File: config.mk
export PLATFORM = sky130hd
export DESIGN_NAME = demosaic_top
export DESIGN_NICKNAME = d
export VERILOG_FILES = /design/src/logic/demosaic_pkg.sv /design/src/logic/demosaic_top.sv /design/src/logic/rgb_serializer.sv /design/src/logic/neighbor_sums.sv /design/src/logic/bayer_window.sv
export VERILOG_INCLUDE_DIRS = /design/src /design/src/logic
export SDC_FILE = /design/constraint.sdc
export NUM_CORES = 1
export LEC_CHECK = 0
export ABC_CLOCK_PERIOD_IN_PS = 4400
export BUFFER_PORTS_ARGS = -buffer_cell sky130_fd_sc_hd__buf_2
export CAP_MARGIN = 25
export CORE_UTILIZATION = 38
export DETAILED_ROUTE_END_ITERATION = 8
export GPL_TIMING_DRIVEN = 0
export HOLD_SLACK_MARGIN = 0.02
export PLACE_DENSITY = 0.61
export SKIP_CTS_REPAIR_TIMING = 1
export SYNTH_ARGS = -nofsm -noshare
export SYNTH_HDL_FRONTEND = slang
export SYNTH_HIERARCHICAL = 1
export SYNTH_SLANG_ARGS = --single-unit
File: constraint.sdc
create_clock -name clk -period 4.4 [get_ports clk]
set_input_delay 1.32 -clock clk [delete_from_list [all_inputs] [get_ports clk]]
set_output_delay 1.32 -clock clk [all_outputs]
set_load 0.03 [all_outputs]
File: src/logic/demosaic_consts.svh
`ifndef DEMOSAIC_CONSTS_SVH
`define DEMOSAIC_CONSTS_SVH

// raw sample width
`define DM_PIX_W 8

// holds a sum of four samples
`define DM_SUM_W 10

// samples per column of a strip
`define DM_COL_H 8

// row counter width, counts 0 .. DM_COL_H-1
`define DM_ROW_W 3

`endif
File: src/logic/demosaic_pkg.sv
`include "demosaic_consts.svh"

package demosaic_pkg;

    typedef logic [`DM_PIX_W-1:0] pixel_t;
    typedef logic [`DM_SUM_W-1:0] sum_t;

    typedef enum logic [1:0] {
        fill_first  = 2'd0,  // loading left column
        fill_second = 2'd1,  // loading middle column
        fill_new    = 2'd2,  // top two rows of a new column
        window      = 2'd3   // every sample completes a 3x3
    } pos_state_e;

    // encoded as {row odd, column odd} of the centre, RGGB layout
    typedef enum logic [1:0] {
        center_r      = 2'd0,
        center_g_rrow = 2'd1,
        center_g_brow = 2'd2,
        center_b      = 2'd3
    } center_kind_e;

    typedef enum logic [1:0] {
        color_r = 2'd0,
        color_g = 2'd1,
        color_b = 2'd2
    } color_e;

endpackage

File: src/logic/demosaic_top.sv
`timescale 1ns/1ns

module demosaic_top (
    input  logic                 clk,
    input  logic                 rst_n,
    input  logic                 valid,
    input  demosaic_pkg::pixel_t data_in,
    input  logic                 end_col,
    input  logic                 end_pic,
    output logic                 rgb_valid,
    output demosaic_pkg::pixel_t rgb_data,
    output demosaic_pkg::color_e color,
    output logic                 col_last,
    output logic                 pic_last
);

    import demosaic_pkg::*;

    pixel_t       p1;
    pixel_t       p2;
    pixel_t       p3;
    pixel_t       p4;
    pixel_t       p5;
    pixel_t       p6;
    pixel_t       p7;
    pixel_t       p8;
    pixel_t       p9;
    center_kind_e kind;
    center_kind_e kind_q;
    logic         tap_valid;
    logic         end_col_q;
    logic         end_pic_q;
    sum_t         diag_sum;
    sum_t         cross_h;
    sum_t         cross_v;
    pixel_t       center;
    logic         col_mark;
    logic         pic_mark;
    logic         sum_valid;
    logic         accept;

    bayer_window u_window (
        .clk      (clk),
        .rst_n    (rst_n),
        .valid    (valid),
        .data_in  (data_in),
        .end_col  (end_col),
        .end_pic  (end_pic),
        .p1       (p1),
        .p2       (p2),
        .p3       (p3),
        .p4       (p4),
        .p5       (p5),
        .p6       (p6),
        .p7       (p7),
        .p8       (p8),
        .p9       (p9),
        .kind     (kind),
        .tap_valid(tap_valid),
        .end_col_q(end_col_q),
        .end_pic_q(end_pic_q)
    );

    neighbor_sums u_sums (
        .clk      (clk),
        .rst_n    (rst_n),
        .p1       (p1),
        .p2       (p2),
        .p3       (p3),
        .p4       (p4),
        .p5       (p5),
        .p6       (p6),
        .p7       (p7),
        .p8       (p8),
        .p9       (p9),
        .kind     (kind),
        .tap_valid(tap_valid),
        .end_col_q(end_col_q),
        .end_pic_q(end_pic_q),
        .accept   (accept),
        .diag_sum (diag_sum),
        .cross_h  (cross_h),
        .cross_v  (cross_v),
        .center   (center),
        .kind_q   (kind_q),
        .col_mark (col_mark),
        .pic_mark (pic_mark),
        .sum_valid(sum_valid)
    );

    rgb_serializer u_serializer (
        .clk      (clk),
        .rst_n    (rst_n),
        .diag_sum (diag_sum),
        .cross_h  (cross_h),
        .cross_v  (cross_v),
        .center   (center),
        .kind_q   (kind_q),
        .col_mark (col_mark),
        .pic_mark (pic_mark),
        .sum_valid(sum_valid),
        .accept   (accept),
        .rgb_valid(rgb_valid),
        .rgb_data (rgb_data),
        .color    (color),
        .col_last (col_last),
        .pic_last (pic_last)
    );

endmodule

File: src/logic/rgb_serializer.sv
`timescale 1ns/1ns

module rgb_serializer (
    input  logic                       clk,
    input  logic                       rst_n,
    input  demosaic_pkg::sum_t         diag_sum,
    input  demosaic_pkg::sum_t         cross_h,
    input  demosaic_pkg::sum_t         cross_v,
    input  demosaic_pkg::pixel_t       center,
    input  demosaic_pkg::center_kind_e kind_q,
    input  logic                       col_mark,
    input  logic                       pic_mark,
    input  logic                       sum_valid,
    output logic                       accept,
    output logic                       rgb_valid,
    output demosaic_pkg::pixel_t       rgb_data,
    output demosaic_pkg::color_e       color,
    output logic                       col_last,
    output logic                       pic_last
);

    import demosaic_pkg::*;

    sum_t   cross_sum;
    pixel_t avg_diag;
    pixel_t avg_cross;
    pixel_t avg_h;
    pixel_t avg_v;
    pixel_t r_val;
    pixel_t g_val;
    pixel_t b_val;
    pixel_t g_hold;
    pixel_t b_hold;
    logic   load_r;

    assign cross_sum = cross_h + cross_v;
    assign avg_diag  = pixel_t'(diag_sum >> 2);
    assign avg_cross = pixel_t'(cross_sum >> 2);
    assign avg_h     = pixel_t'(cross_h >> 1);
    assign avg_v     = pixel_t'(cross_v >> 1);

    always_comb begin
        case (kind_q)
            center_r: begin
                r_val = center;
                g_val = avg_cross;
                b_val = avg_diag;
            end
            center_g_rrow: begin
                r_val = avg_h;
                g_val = center;
                b_val = avg_v;
            end
            center_g_brow: begin
                r_val = avg_v;
                g_val = center;
                b_val = avg_h;
            end
            default: begin
                r_val = avg_diag;
                g_val = avg_cross;
                b_val = center;
            end
        endcase
    end

    // output word and tag double as the sequencer state
    assign load_r = sum_valid && (!rgb_valid || color == color_b);
    // a sum can still land while G or B is on the output
    assign accept = !rgb_valid || (color != color_r && !sum_valid);

    always_ff @(posedge clk or negedge rst_n) begin
        if (!rst_n) begin
            rgb_valid <= 1'b0;
            color     <= color_r;
            col_last  <= 1'b0;
            pic_last  <= 1'b0;
        end else if (load_r) begin
            rgb_valid <= 1'b1;
            color     <= color_r;
            col_last  <= col_mark;
            pic_last  <= pic_mark;
        end else if (rgb_valid) begin
            case (color)
                color_r: begin
                    color <= color_g;
                end
                color_g: begin
                    color <= color_b;
                end
                default: begin  // B done, nothing pending
                    rgb_valid <= 1'b0;
                    color     <= color_r;
                    col_last  <= 1'b0;
                    pic_last  <= 1'b0;
                end
            endcase
        end
    end

    always_ff @(posedge clk) begin
        if (load_r) begin
            rgb_data <= r_val;
            g_hold   <= g_val;
            b_hold   <= b_val;
        end else if (rgb_valid && color == color_r) begin
            rgb_data <= g_hold;
        end else if (rgb_valid && color == color_g) begin
            rgb_data <= b_hold;
        end
    end

endmodule

File: src/logic/neighbor_sums.sv
`timescale 1ns/1ns

module neighbor_sums (
    input  logic                       clk,
    input  logic                       rst_n,
    input  demosaic_pkg::pixel_t       p1,
    input  demosaic_pkg::pixel_t       p2,
    input  demosaic_pkg::pixel_t       p3,
    input  demosaic_pkg::pixel_t       p4,
    input  demosaic_pkg::pixel_t       p5,
    input  demosaic_pkg::pixel_t       p6,
    input  demosaic_pkg::pixel_t       p7,
    input  demosaic_pkg::pixel_t       p8,
    input  demosaic_pkg::pixel_t       p9,
    input  demosaic_pkg::center_kind_e kind,
    input  logic                       tap_valid,
    input  logic                       end_col_q,
    input  logic                       end_pic_q,
    input  logic                       accept,
    output demosaic_pkg::sum_t         diag_sum,
    output demosaic_pkg::sum_t         cross_h,
    output demosaic_pkg::sum_t         cross_v,
    output demosaic_pkg::pixel_t       center,
    output demosaic_pkg::center_kind_e kind_q,
    output logic                       col_mark,
    output logic                       pic_mark,
    output logic                       sum_valid
);

    import demosaic_pkg::*;

    logic take;

    assign take = tap_valid && accept;  // window lost if serializer busy

    always_ff @(posedge clk or negedge rst_n) begin
        if (!rst_n) begin
            sum_valid <= 1'b0;
        end else begin
            sum_valid <= take;
        end
    end

    always_ff @(posedge clk) begin
        if (take) begin
            diag_sum <= sum_t'(p1) + sum_t'(p3) + sum_t'(p7) + sum_t'(p9);
            cross_h  <= sum_t'(p4) + sum_t'(p6);
            cross_v  <= sum_t'(p2) + sum_t'(p8);
            center   <= p5;
            kind_q   <= kind;
            col_mark <= end_col_q;
            pic_mark <= end_pic_q;
        end
    end

endmodule

File: src/logic/bayer_window.sv
`timescale 1ns/1ns
`include "demosaic_consts.svh"

module bayer_window (
    input  logic                       clk,
    input  logic                       rst_n,
    input  logic                       valid,
    input  demosaic_pkg::pixel_t       data_in,
    input  logic                       end_col,
    input  logic                       end_pic,
    output demosaic_pkg::pixel_t       p1,
    output demosaic_pkg::pixel_t       p2,
    output demosaic_pkg::pixel_t       p3,
    output demosaic_pkg::pixel_t       p4,
    output demosaic_pkg::pixel_t       p5,
    output demosaic_pkg::pixel_t       p6,
    output demosaic_pkg::pixel_t       p7,
    output demosaic_pkg::pixel_t       p8,
    output demosaic_pkg::pixel_t       p9,
    output demosaic_pkg::center_kind_e kind,
    output logic                       tap_valid,
    output logic                       end_col_q,
    output logic                       end_pic_q
);

    import demosaic_pkg::*;

    localparam logic [`DM_ROW_W-1:0] last_row = `DM_ROW_W'(`DM_COL_H - 1);
    localparam logic [`DM_ROW_W-1:0] fill_rows = `DM_ROW_W'(1);

    logic                  valid_q;
    pixel_t                data_q;
    pos_state_e            state;
    logic [`DM_ROW_W-1:0]  counter;
    logic [`DM_ROW_W-1:0]  row_up1;
    logic [`DM_ROW_W-1:0]  row_up2;
    logic                  col_par;   // toggles per column shift
    pixel_t                left_buf [`DM_COL_H];
    pixel_t                mid_buf  [`DM_COL_H];
    pixel_t                new_buf  [`DM_COL_H];

    always_ff @(posedge clk or negedge rst_n) begin
        if (!rst_n) begin
            valid_q   <= 1'b0;
            end_col_q <= 1'b0;
            end_pic_q <= 1'b0;
        end else begin
            valid_q   <= valid;
            end_col_q <= end_col;
            end_pic_q <= end_pic;
        end
    end

    always_ff @(posedge clk) begin
        data_q <= data_in;
    end

    always_ff @(posedge clk or negedge rst_n) begin
        if (!rst_n) begin
            state   <= fill_first;
            counter <= '0;
            col_par <= 1'b0;
        end else if (valid_q) begin
            case (state)
                fill_first: begin
                    counter <= counter + 1'b1;
                    if (counter == last_row) begin
                        state <= fill_second;
                    end
                end
                fill_second: begin
                    counter <= counter + 1'b1;
                    if (counter == last_row) begin
                        state <= fill_new;
                    end
                end
                fill_new: begin
                    counter <= counter + 1'b1;
                    if (counter == fill_rows) begin
                        state <= window;
                    end
                end
                default: begin
                    if (end_col_q) begin  // strip done, refill
                        state   <= fill_first;
                        counter <= '0;
                        col_par <= 1'b0;
                    end else if (counter == last_row) begin
                        state   <= fill_new;
                        counter <= '0;
                        col_par <= ~col_par;
                    end else begin
                        counter <= counter + 1'b1;
                    end
                end
            endcase
        end
    end

    always_ff @(posedge clk) begin
        if (valid_q) begin
            case (state)
                fill_first: begin
                    left_buf[counter] <= data_q;
                end
                fill_second: begin
                    mid_buf[counter] <= data_q;
                end
                default: begin
                    new_buf[counter] <= data_q;
                    if (state == window && counter == last_row && !end_col_q) begin
                        for (int i = 0; i < `DM_COL_H; i++) begin
                            left_buf[i] <= mid_buf[i];
                        end
                        for (int i = 0; i < `DM_COL_H - 1; i++) begin
                            mid_buf[i] <= new_buf[i];
                        end
                        mid_buf[last_row] <= data_q;  // bottom sample is still live
                    end
                end
            endcase
        end
    end

    assign row_up1 = counter - 3'd1;
    assign row_up2 = counter - 3'd2;

    assign p1 = left_buf[row_up2];
    assign p2 = mid_buf[row_up2];
    assign p3 = new_buf[row_up2];
    assign p4 = left_buf[row_up1];
    assign p5 = mid_buf[row_up1];
    assign p6 = new_buf[row_up1];
    assign p7 = left_buf[counter];
    assign p8 = mid_buf[counter];
    assign p9 = data_q;

    // middle column is odd when parity is clear
    assign kind      = center_kind_e'({row_up1[0], ~col_par});
    assign tap_valid = valid_q && (state == window);

endmodule

Word-level counts from Yosys, hierarchy flattened:

Memories as Yosys holds them, arrays and structs flattened. A register that Yosys moved wholly into a read port is not among the register bits.
Index checks and enable logic that the tools add are counted.

* output and inout port bits: 13
* memories kept: 3
* bits in registers: 81
* memory bits (writable): 192
* logic and storage cells: 121

* equal/unequal tests: 12
* reduce and logical (&&, ||, !) cells: 29
* multiplexer cells: 45
* bitwise gates (word level): 2
* add/sub/neg operators: 9

Memory list
* u_window.left_buf: depth 8, bits a word 8, read ports 3, clocked after memory_dff 0, write ports 8, RTL line bayer_window.sv:38 `` pixel_t left_buf [`DM_COL_H]; ``
* u_window.mid_buf: depth 8, bits a word 8, read ports 11, clocked after memory_dff 1, write ports 8, RTL line bayer_window.sv:39 `` pixel_t mid_buf [`DM_COL_H]; ``
* u_window.new_buf: depth 8, bits a word 8, read ports 9, clocked after memory_dff 0, write ports 1, RTL line bayer_window.sv:40 `` pixel_t new_buf [`DM_COL_H]; ``

Operators by type and width (count)
* 8-bit 2-to-1 mux: 6
* 8-bit case mux with 3 select lines: 2
* 8-bit by 8-bit adder with 9-bit output: 3
* 1-bit 2-to-1 mux: 24
* 10-bit by 8-bit adder with 10-bit output: 2
* 8-bit OR reduction: 2
* 3-bit 2-to-1 mux: 5
* 2-bit 2-to-1 mux: 6
* 10-bit adder: 1
* 2-bit equality test, second input constant: 4
* 1-bit logical AND: 8
* 2-bit by 1-bit equality test with 1-bit output, second input constant: 3
* 2-bit zero test: 3
* 2-bit by 1-bit != test with 1-bit output, second input constant: 3
* 2-bit case mux with 3 select lines: 1
* 3-bit AND reduction: 2
* 2-bit nonzero test: 3
* 2-bit OR reduction: 3
* 2-bit case mux with 2 select lines: 1
* 3-bit by 1-bit adder with 3-bit output, second input constant: 1
* 3-bit by 1-bit equality test with 1-bit output, second input constant: 1
* 3-bit equality test, second input constant: 1
* 1-bit zero test: 3
* 3-bit nonzero test: 1
* 6 further kinds: 8

Longest topological paths before layout:

Gate-level depths: netlist of the first run.

* depth in word-level cells: 9
* gate-level depth with buffers: 19

Cells and area by module:

The synthesis of the first run kept the hierarchy.

Modules (own cells, without submodules)
* bayer_window: sequential area each 6150.9 um^2, cells an instance 922, area an instance 11524.8 um^2, instances 1
* neighbor_sums: sequential area each 1226.2 um^2, cells an instance 230, area an instance 2692.6 um^2, instances 1
* rgb_serializer: sequential area each 845.8 um^2, cells an instance 204, area an instance 2054.5 um^2, instances 1

Worst setup path after synthesis of the first run:

Ideal clock, no wire load.

* path type: flip-flop to flip-flop
* from: register u_window.counter[1]
* to: register u_sums.diag_sum[9] (data pin)
* slack: -0.076 ns
* cell stages (with the launch flop): 20
* data arrival time: 4.212 ns
* path buffers: 5
* path through: dfrtp_1 -> buf_6 -> buf_12 -> inv_1 -> ha_1 -> buf_2 -> or2b_1 -> clkbuf_1 -> buf_2 -> o22ai_1 -> nor2_1 -> inv_1 -> fa_1 -> inv_1 -> fa_1 -> ha_1 -> fa_1 -> a21o_1 -> a41oi_2 -> o21ai_0

* word-level cells in the longest chain between the ends: 5
* elaborated cells on any way between the ends: 6
* classes of those cells: add/sub (4); memory (2)

RTL lines
* start: declaration: RTL line bayer_window.sv:34 `` logic [`DM_ROW_W-1:0] counter; ``
* start signal: assignment: RTL line bayer_window.sv:66 `counter <= counter + 1'b1;`
* start signal: assignment: RTL line bayer_window.sv:72 `counter <= counter + 1'b1;`
* start signal: assignment: RTL line bayer_window.sv:78 `counter <= counter + 1'b1;`
* 3-bit by 2-bit subtractor with 3-bit output: RTL line bayer_window.sv:126 `assign row_up2 = counter - 3'd2;`
* memory 8 x 8 bit
* via p1[1]: RTL line demosaic_top.sv:19 `pixel_t p1;`
* 8-bit by 8-bit adder with 9-bit output: RTL line neighbor_sums.sv:46 `diag_sum <= sum_t'(p1) + sum_t'(p3) + sum_t'(p7) + sum_t'(p9);`
* 10-bit by 8-bit adder with 10-bit output (2 in series): RTL line neighbor_sums.sv:46
* end signal: assignment: RTL line neighbor_sums.sv:46
* end: declaration: RTL line neighbor_sums.sv:20 `output demosaic_pkg::sum_t diag_sum,`

The timed path passes the listed nets, and every way through them passes these cells.
A chain may end at the register's enable or synchronous reset.

Worst setup path after layout of the first run:

* from: register u_window.counter[1]
* to: register u_sums.diag_sum[7] (data pin)

* word-level cells in the longest chain between the ends: 5
* elaborated cells on any way between the ends: 6
* classes of those cells: add/sub (4); memory (2)

RTL lines
* 3-bit by 2-bit subtractor with 3-bit output: RTL line bayer_window.sv:126
* memory 8 x 8 bit
* via p3[2]: RTL line demosaic_top.sv:21 `pixel_t p3;`
* 8-bit by 8-bit adder with 9-bit output: RTL line neighbor_sums.sv:46
* 10-bit by 8-bit adder with 10-bit output (2 in series): RTL line neighbor_sums.sv:46

The timed path passes the listed nets, and every way through them passes these cells.

==> results of run 1 <==
==> placed cells by master (no fill, tap or decap), types with 16 or more instances in the layout <==
master     instances
mux2_2            65
inv_1             64
a21o_1           129
nor2_1            61
fa_1              16
buf_2             66
mux2i_1          107
o22ai_1           63
ha_1              40
and4_1            24
buf_6             16
clkbuf_16         30
buf_4             40
edfxtp_1         254
o21ai_1           19
a222oi_1          16
nand3_1          111
a21oi_1           23
nand2_1           68
o21ai_0           18
clkbuf_1          31
==> metal layers <==
layer  GRT usage, %  share of wire, %  vias to the layer above
met5              0             0.015                        -
met3           4.75               8.3                      140
met4           10.0               4.1                        2
li1               -                 -                     5348
met1           31.5                41                     5935
met2           39.6                47                      670
==> state kept, by name, indices dropped and copies added, names as in the netlist, 3 cells and up <==
| signal | flops |
|---|---|
| u_serializer/b_hold | 8 |
| u_window/mid_buf | 64 |
| u_window/p9 | 8 |
| u_window/left_buf | 64 |
| u_sums/cross_v | 9 |
| u_sums/diag_sum | 8 |
| u_serializer/rgb_data | 8 |
| u_sums/center | 8 |
| u_sums/cross_h | 9 |
| u_serializer/g_hold | 8 |
| u_window/counter | 3 |
| u_window/new_buf | 64 |
==> worst max path at each step <==
| stage | from | end | slack [ns] | cells past startpoint |
|---|---|---|---|---|
| floorplan | u_window/counter[1] | u_sums/diag_sum[9] | 0.008 | 19 |
| global route | u_window/counter[1] | u_sums/diag_sum[6] | -0.08 | 18 |
| CTS | u_window/counter[1] | u_sums/diag_sum[9] | -1.07 | 19 |
| finish | u_window/counter[1] | u_sums/diag_sum[7] | 0.05 | 17 |
| detailed placement | u_window/counter[1] | u_sums/diag_sum[9] | -1.06 | 19 |
| global placement | u_window/counter[1] | u_sums/diag_sum[9] | -1.04 | 19 |
==> critical path, cell delays in order (launching register included) <==
cell,delay (ns)
dfrtp_2,0.48
buf_12,0.15
buf_16,0.12
clkinvlp_4,0.11
ha_4,0.30
buf_12,0.15
buf_12,0.14
mux4_2,0.29
nand2_1,0.08
nand2_1,0.06
inv_1,0.17
fa_1,0.49
fa_1,0.50
inv_1,0.07
fa_2,0.39
a21o_1,0.23
a41oi_2,0.23
xnor2_1,0.11
==> cell type report <==
type,instances,area [sq um]
antenna,2,5.00
multi-input combinational,908,7290
inverter,69,263
timing repair buffer,58,388
tap,539,674
sequential,277,8160
clock buffer,39,785
fill,3853,23600
clock inverter,16,203
buffer,98,679
==> per-stage QoR <==
step	setup TNS [ns]	cells	hold slack, ns	cell area (sq um)	util [%]
4_1_cts	-7.20	1989	0.428	18100	43.1
5_1_grt	-0.240	2004	0.449	18400	43.9
6_report	0	2006	0.422	18500	43.9
3_3_place_gp	-6.71	1919	0.410	17000	40.5
3_5_place_dp	-6.97	1934	0.414	17100	40.7
2_1_floorplan	0	1355	0.401	16200	-
==> results.cfg, run 1 <==
[cts]
tritoncts = yes
cts-root-buf = clkbuf_16
cts-htree-levels = 1
clk_latency_ns = 0.58
clock-sinks = 277
cts.reportedPaths.clkPinSlew_ns = 0.06
numCtsBuffers = 30
cts_buffer_depth = 3

[synth]
avgSynthCellArea_sq_um = 12.0
netlist_area_sq_mm = 0.0162
yosys_warnings = 6
synthesis.instances = 1354

[global_routing]
grt_overflow_total = 0
grt_pass1_wl_microns = 77200
grt_max_degree = 40
antenna_found_initial = 2
grt_usage_pct = 24.2
grt_pass1_vias = 11800

[hold_path]
whs_endpoint = u_sums/pic_mark
whs_path_depth = 0
hold_class = reg -> reg
min_from = u_window/end_pic_q

[floorplanning]
num_rows = 75
initial_utilization_pct = 38.6
ios = 26
die_w_microns = 209
die-area_sq_mm = 0.0435
die_h_microns = 209
core_area_sq_mm = 0.0420

[setup_path]
cp.required_ns = 4.72
r2r_slack_ns = 0.05
critPathKind = reg -> reg
cp.arrival_ns = 4.67
cp_max_fo = 10
r2r_cells = 17
worst_r2r_startpoint = u_window/counter[1]
cp-end-kind = flip-flop
reg2reg_to = u_sums/diag_sum[7]
cp-start-kind = flip-flop

[route]
wirelength_microns = 53400
vias = 12100
wl_per_cell_microns = 26.6
drc_errors = 0
ant_nets = 0
via_per_inst = 6.03
dr.pass1.iters = 7
drt_iter0_drc = 1399

[outcome]
status = finished clean

[sta]
max_clock_freq_ghz = 0.230
slew_headroom_pct = 32.9
worst_pin_slew_ns = 1.01
layout_min_cycle_time_ns = 4.35
hold_violations = 0
setup_violations = 0
fin_worst_skew_ns = 0.0127
slew_violations = 0
timing.final.ws_setup_ns = 0.0535
period_share_pct = 98.8

[cells_and_area]
areaGrowthSynthToFinish_pct = 13.8
drive_above_1_share_pct = 20.3
fin_nets = 1518

[placement]
globalplace.congestion = 0.980
pre_cts_ws_ns = -1.06
hpwl_microns = 40700
place.port_buffers = 25

[job]
drv_cap = 0
Power of run 1 is left out: the tool's default activity adds up to more than one toggle a clock period on the data nets, which glitch-free logic cannot reach.
==> run 2: changes to the inputs <==
--- a/config.mk
+++ b/config.mk
@@ -9,11 +9,11 @@
 export ABC_CLOCK_PERIOD_IN_PS = 4400
 export BUFFER_PORTS_ARGS = -buffer_cell sky130_fd_sc_hd__buf_2
 export CAP_MARGIN = 25
-export CORE_UTILIZATION = 38
+export CORE_UTILIZATION = 53
 export DETAILED_ROUTE_END_ITERATION = 8
 export GPL_TIMING_DRIVEN = 0
 export HOLD_SLACK_MARGIN = 0.02
-export PLACE_DENSITY = 0.61
+export PLACE_DENSITY = 0.78
 export SKIP_CTS_REPAIR_TIMING = 1
 export SYNTH_ARGS = -nofsm -noshare
 export SYNTH_HDL_FRONTEND = slang
==> run 2 against run 1 <==
The flow now finishes with violations (negative setup slack). Wire length grew 9.7%. Register-to-register slack worse by 0.10 ns. Utilization is 17 points higher. Critical path depth down 1.
==> results.cfg, run 2 (synthesis gave the netlist of run 1 again) <==
[cells_and_area]
mostFrequentLayoutCell = edfxtp_1
fin_nets = 1519
diodes = 0
multi_input_area_sq_mm = 0.00735
fillers = 2388
drive_above_1_share_pct = 21.1
areaGrowthSynthToFinish_pct = 12.6
layout_common_cells = edfxtp_1 (254), a21o_1 (129), nand3_1 (111), mux2i_1 (107), buf_2 (70)
regArea_sq_mm = 0.00816
reg_top3 = u_window/left_buf x64, u_window/mid_buf x64, u_window/new_buf x64

[setup_path]
cp-start-kind = flip-flop
cp.arrival_ns = 4.88
cp.required_ns = 4.83
critPathKind = reg -> reg
r2r_slack_ns = -0.05
cp_max_fo = 10
cp-end-kind = flip-flop

[floorplanning]
core_area_sq_mm = 0.0299
die_w_microns = 177
initial_utilization_pct = 54.3
ios = 26
die_h_microns = 177
die-area_sq_mm = 0.0313
num_rows = 63

[sta]
worst_pin_slew_ns = 1.06
setup_violations = 2
slew_headroom_pct = 28.9
period_share_pct = 101
hold-worst-slack_ns = 0.428
timing.final.ws_setup_ns = -0.0495
max_clock_freq_ghz = 0.225
layout_min_cycle_time_ns = 4.45
hold_violations = 0
slew_violations = 0
fin_worst_skew_ns = 0.0270

[route]
drt_iter0_drc = 1669
ant_nets = 0
wirelength_microns = 58600
dr.pass1.iters = 6
wl_per_cell_microns = 31.6
drc_errors = 0
vias = 12500
via_per_inst = 6.74

[cts]
cts-htree-levels = 1
cts-root-buf = clkbuf_16
numCtsBuffers = 29
clock-sinks = 277
cts.reportedPaths.clkPinSlew_ns = 0.06
tritoncts = yes
cts_buffer_depth = 3
clk_latency_ns = 0.57

[global_routing]
antenna_found_initial = 3
grt_usage_pct = 37.4
grt_pass1_vias = 11900
grt_max_degree = 40
grt_pass1_wl_microns = 81300
grt_overflow_total = 0

[placement]
place.port_buffers = 25
globalplace.congestion = 1.08
hpwl_microns = 45300

[job]
drv_cap = 0

[outcome]
violations = negative setup slack
status = finished, violations left

[hold_path]
hold_class = reg -> reg
[run 2: final cells by class]
class | instances | share of cell area [%]
inverter | 69 | 1.46
multi-input combinational | 908 | 40.3
clock buffer | 37 | 4.19
tap | 390 | 2.67
sequential | 277 | 44.7
timing repair buffer | 62 | 2.30
buffer | 96 | 3.58
clock inverter | 17 | 0.802
[run 2: path summary, 6_finish.rpt]
path / startpoint / to / cells after the start
hold / removal: u_window/end_pic_q / u_sums/pic_mark / 0
hold reg to reg: u_window/end_pic_q / u_sums/pic_mark / 0
max in group asynchronous: rst_n / u_serializer/rgb_valid / 1
setup / recovery: u_window/counter[1] / u_sums/diag_sum[8] / 16
setup reg to reg: u_window/counter[1] / u_sums/diag_sum[8] / 16
min in group asynchronous: rst_n / u_window/state[0] / 1
[run 2: metal layers]
metal	track usage, %	wire length, microns
met1	45.2	21100
met2	62.7	27600
met3	5.69	5230
met4	23.8	4680
met5	0	36
[run 2: per-stage QoR]
step           TNS, ns  std cells  cell area, sq um  util [%]  worst slack [ns]
2_1_floorplan        0       1355             16200         -           0.00757
3_3_place_gp     -4.35       1770             16800      56.3            -0.766
3_5_place_dp     -4.72       1784             16900      56.6            -0.811
4_1_cts          -4.92       1838             17800      59.7            -0.817
5_1_grt         -0.416       1856             18300      61.1            -0.259
6_report       -0.0537       1856             18300      61.1           -0.0495
[run 2: critical path, cell delays in order (launching register included)]
cell	delay (ns)
dfrtp_2	0.51
buf_12	0.17
buf_16	0.12
clkinvlp_4	0.10
ha_4	0.26
buf_12	0.15
or2_4	0.29
buf_6	0.17
o22ai_4	0.20
nor2_1	0.08
fa_1	0.49
fa_1	0.51
ha_2	0.31
a21o_1	0.20
a2111oi_0	0.51
mux2i_1	0.13
nand2_1	0.08
Power of run 2 is left out for the same reason.
==> run 3: changes to the inputs <==
--- a/config.mk
+++ b/config.mk
@@ -9,6 +9,7 @@
 export ABC_CLOCK_PERIOD_IN_PS = 4400
 export BUFFER_PORTS_ARGS = -buffer_cell sky130_fd_sc_hd__buf_2
 export CAP_MARGIN = 25
+export CORE_MARGIN = 4
 export CORE_UTILIZATION = 53
 export DETAILED_ROUTE_END_ITERATION = 8
 export GPL_TIMING_DRIVEN = 0
==> run 3 against run 2 <==
Critical path type unchanged. The run ends with design-rule violations left. Register-to-register slack improved by 0.06 ns. Worst setup slack improved by 0.064 ns. First-iteration DRC count increased by 39%. Sequential share of layout area increased by 0.22 points. Largest cell class unchanged.
==> results.cfg, run 3 (synthesis gave the netlist of run 1 again) <==
[cts]
cts-htree-levels = 1
numCtsBuffers = 30
tritoncts = yes
cts-root-buf = clkbuf_16
clock-sinks = 277
cts.reportedPaths.clkPinSlew_ns = 0.06
cts_buffer_depth = 3
clk_latency_ns = 0.58

[cells_and_area]
multi_input_area_sq_mm = 0.00731
fin_nets = 1514
reg_top3 = u_window/left_buf x64, u_window/mid_buf x64, u_window/new_buf x64
areaGrowthSynthToFinish_pct = 12.1
regArea_sq_mm = 0.00816
fillers = 2329
mostFrequentLayoutCell = edfxtp_1
drive_above_1_share_pct = 20.3
layout_common_cells = edfxtp_1 (254), a21o_1 (129), nand3_1 (111), mux2i_1 (107), buf_2 (67)

[job]
drv_cap = 0

[setup_path]
cp_common_cell = buf_12
critPathKind = reg -> reg
cpPeakStageDelay_ns = 0.49
crit_path_top_delay_cell = fa_1
r2r_slack_ns = 0.01
cp-start-kind = flip-flop
cp_max_fo = 10
cp-end-kind = flip-flop
cp.required_ns = 4.72
cp.arrival_ns = 4.70
path_cells = buf_12 -> buf_12 -> clkinvlp_4 -> ha_4 -> buf_12 -> buf_12 -> mux4_2 -> nand2_1 -> nand2_1 -> inv_1 -> fa_1 -> fa_1 -> inv_1 -> ha_2 -> nor2b_1 -> a22oi_1 -> o21ai_1 -> a211o_1

[route]
drt_iter0_drc = 2323
ant_nets = 0
vias = 12800
wirelength_microns = 54200
dr.pass1.iters = 9
wl_per_cell_microns = 29.3
via_per_inst = 6.92
drc_errors = 15

[placement]
place.port_buffers = 25
hpwl_microns = 40900
globalplace.congestion = 1.11

[sta]
setup_violations = 0
hold_violations = 0
hold-worst-slack_ns = 0.434
slew_headroom_pct = 34.6
grt_setup_unrepaired = true
period_share_pct = 99.7
layout_min_cycle_time_ns = 4.39
fin_worst_skew_ns = 0.0213
worst_pin_slew_ns = 0.974
slew_violations = 0
max_clock_freq_ghz = 0.228

[floorplanning]
die_w_microns = 183
core_area_sq_mm = 0.0299
initial_utilization_pct = 54.3
die_h_microns = 183
num_rows = 63
ios = 26
die-area_sq_mm = 0.0335

[global_routing]
grt_max_degree = 40
grt_usage_pct = 31.5
grt_pass1_vias = 12300
grt_overflow_total = 0
antenna_found_initial = 1
grt_pass1_wl_microns = 77700

[hold_path]
hold_class = reg -> reg

[outcome]
violations = design-rule violations
status = finished, violations left
-- run 3: layout make-up --
class	count	share of cell area [%]
timing repair buffer	56	1.91
antenna	1	0.0138
buffer	96	3.49
tap	390	2.69
sequential	277	44.9
clock inverter	22	1.09
inverter	69	1.45
clock buffer	33	4.19
multi-input combinational	908	40.2
-- run 3: routing by layer --
metal	GRT usage (%)	share of wire (%)
met3	7.18	12
met4	20.2	9.0
met2	49.5	44
met5	0	0.024
met1	39.4	35
-- run 3: path summary, 6_finish.rpt --
path / startpoint / to / depth (start not counted)
min in group asynchronous: rst_n / u_window/counter[2] / 1
max reg2reg: u_window/counter[1] / u_sums/diag_sum[6] / 18
min reg2reg: u_window/end_pic_q / u_sums/pic_mark / 0
max in group asynchronous: rst_n / u_window/counter[1] / 1
min: u_window/end_pic_q / u_sums/pic_mark / 0
max: u_window/counter[1] / u_sums/diag_sum[6] / 18
-- run 3: per-stage QoR --
| stage | setup slack (ns) | cell area, sq um | util [%] | setup TNS, ns | std cells |
|---|---|---|---|---|---|
| global route | -0.0713 | 18200 | 60.8 | -0.259 | 1851 |
| floorplan | 0.00757 | 16200 | - | 0 | 1355 |
| detailed placement | -0.749 | 16900 | 56.6 | -4.28 | 1783 |
| finish | 0.0145 | 18200 | 60.8 | 0 | 1852 |
| global placement | -0.662 | 16800 | 56.3 | -3.64 | 1770 |
| CTS | -0.762 | 17900 | 59.9 | -4.52 | 1838 |
-- run 3: worst max-delay path, delay by kind of cell (launching register included) --
family          cells  cell delay (ns)
mux                 1             0.31
compound gates      3             0.58
simple gates        3             0.25
fa+ha+maj           4             1.65
buf+inv             7             0.86
flops               1             0.46
Power of run 3 is left out for the same reason.
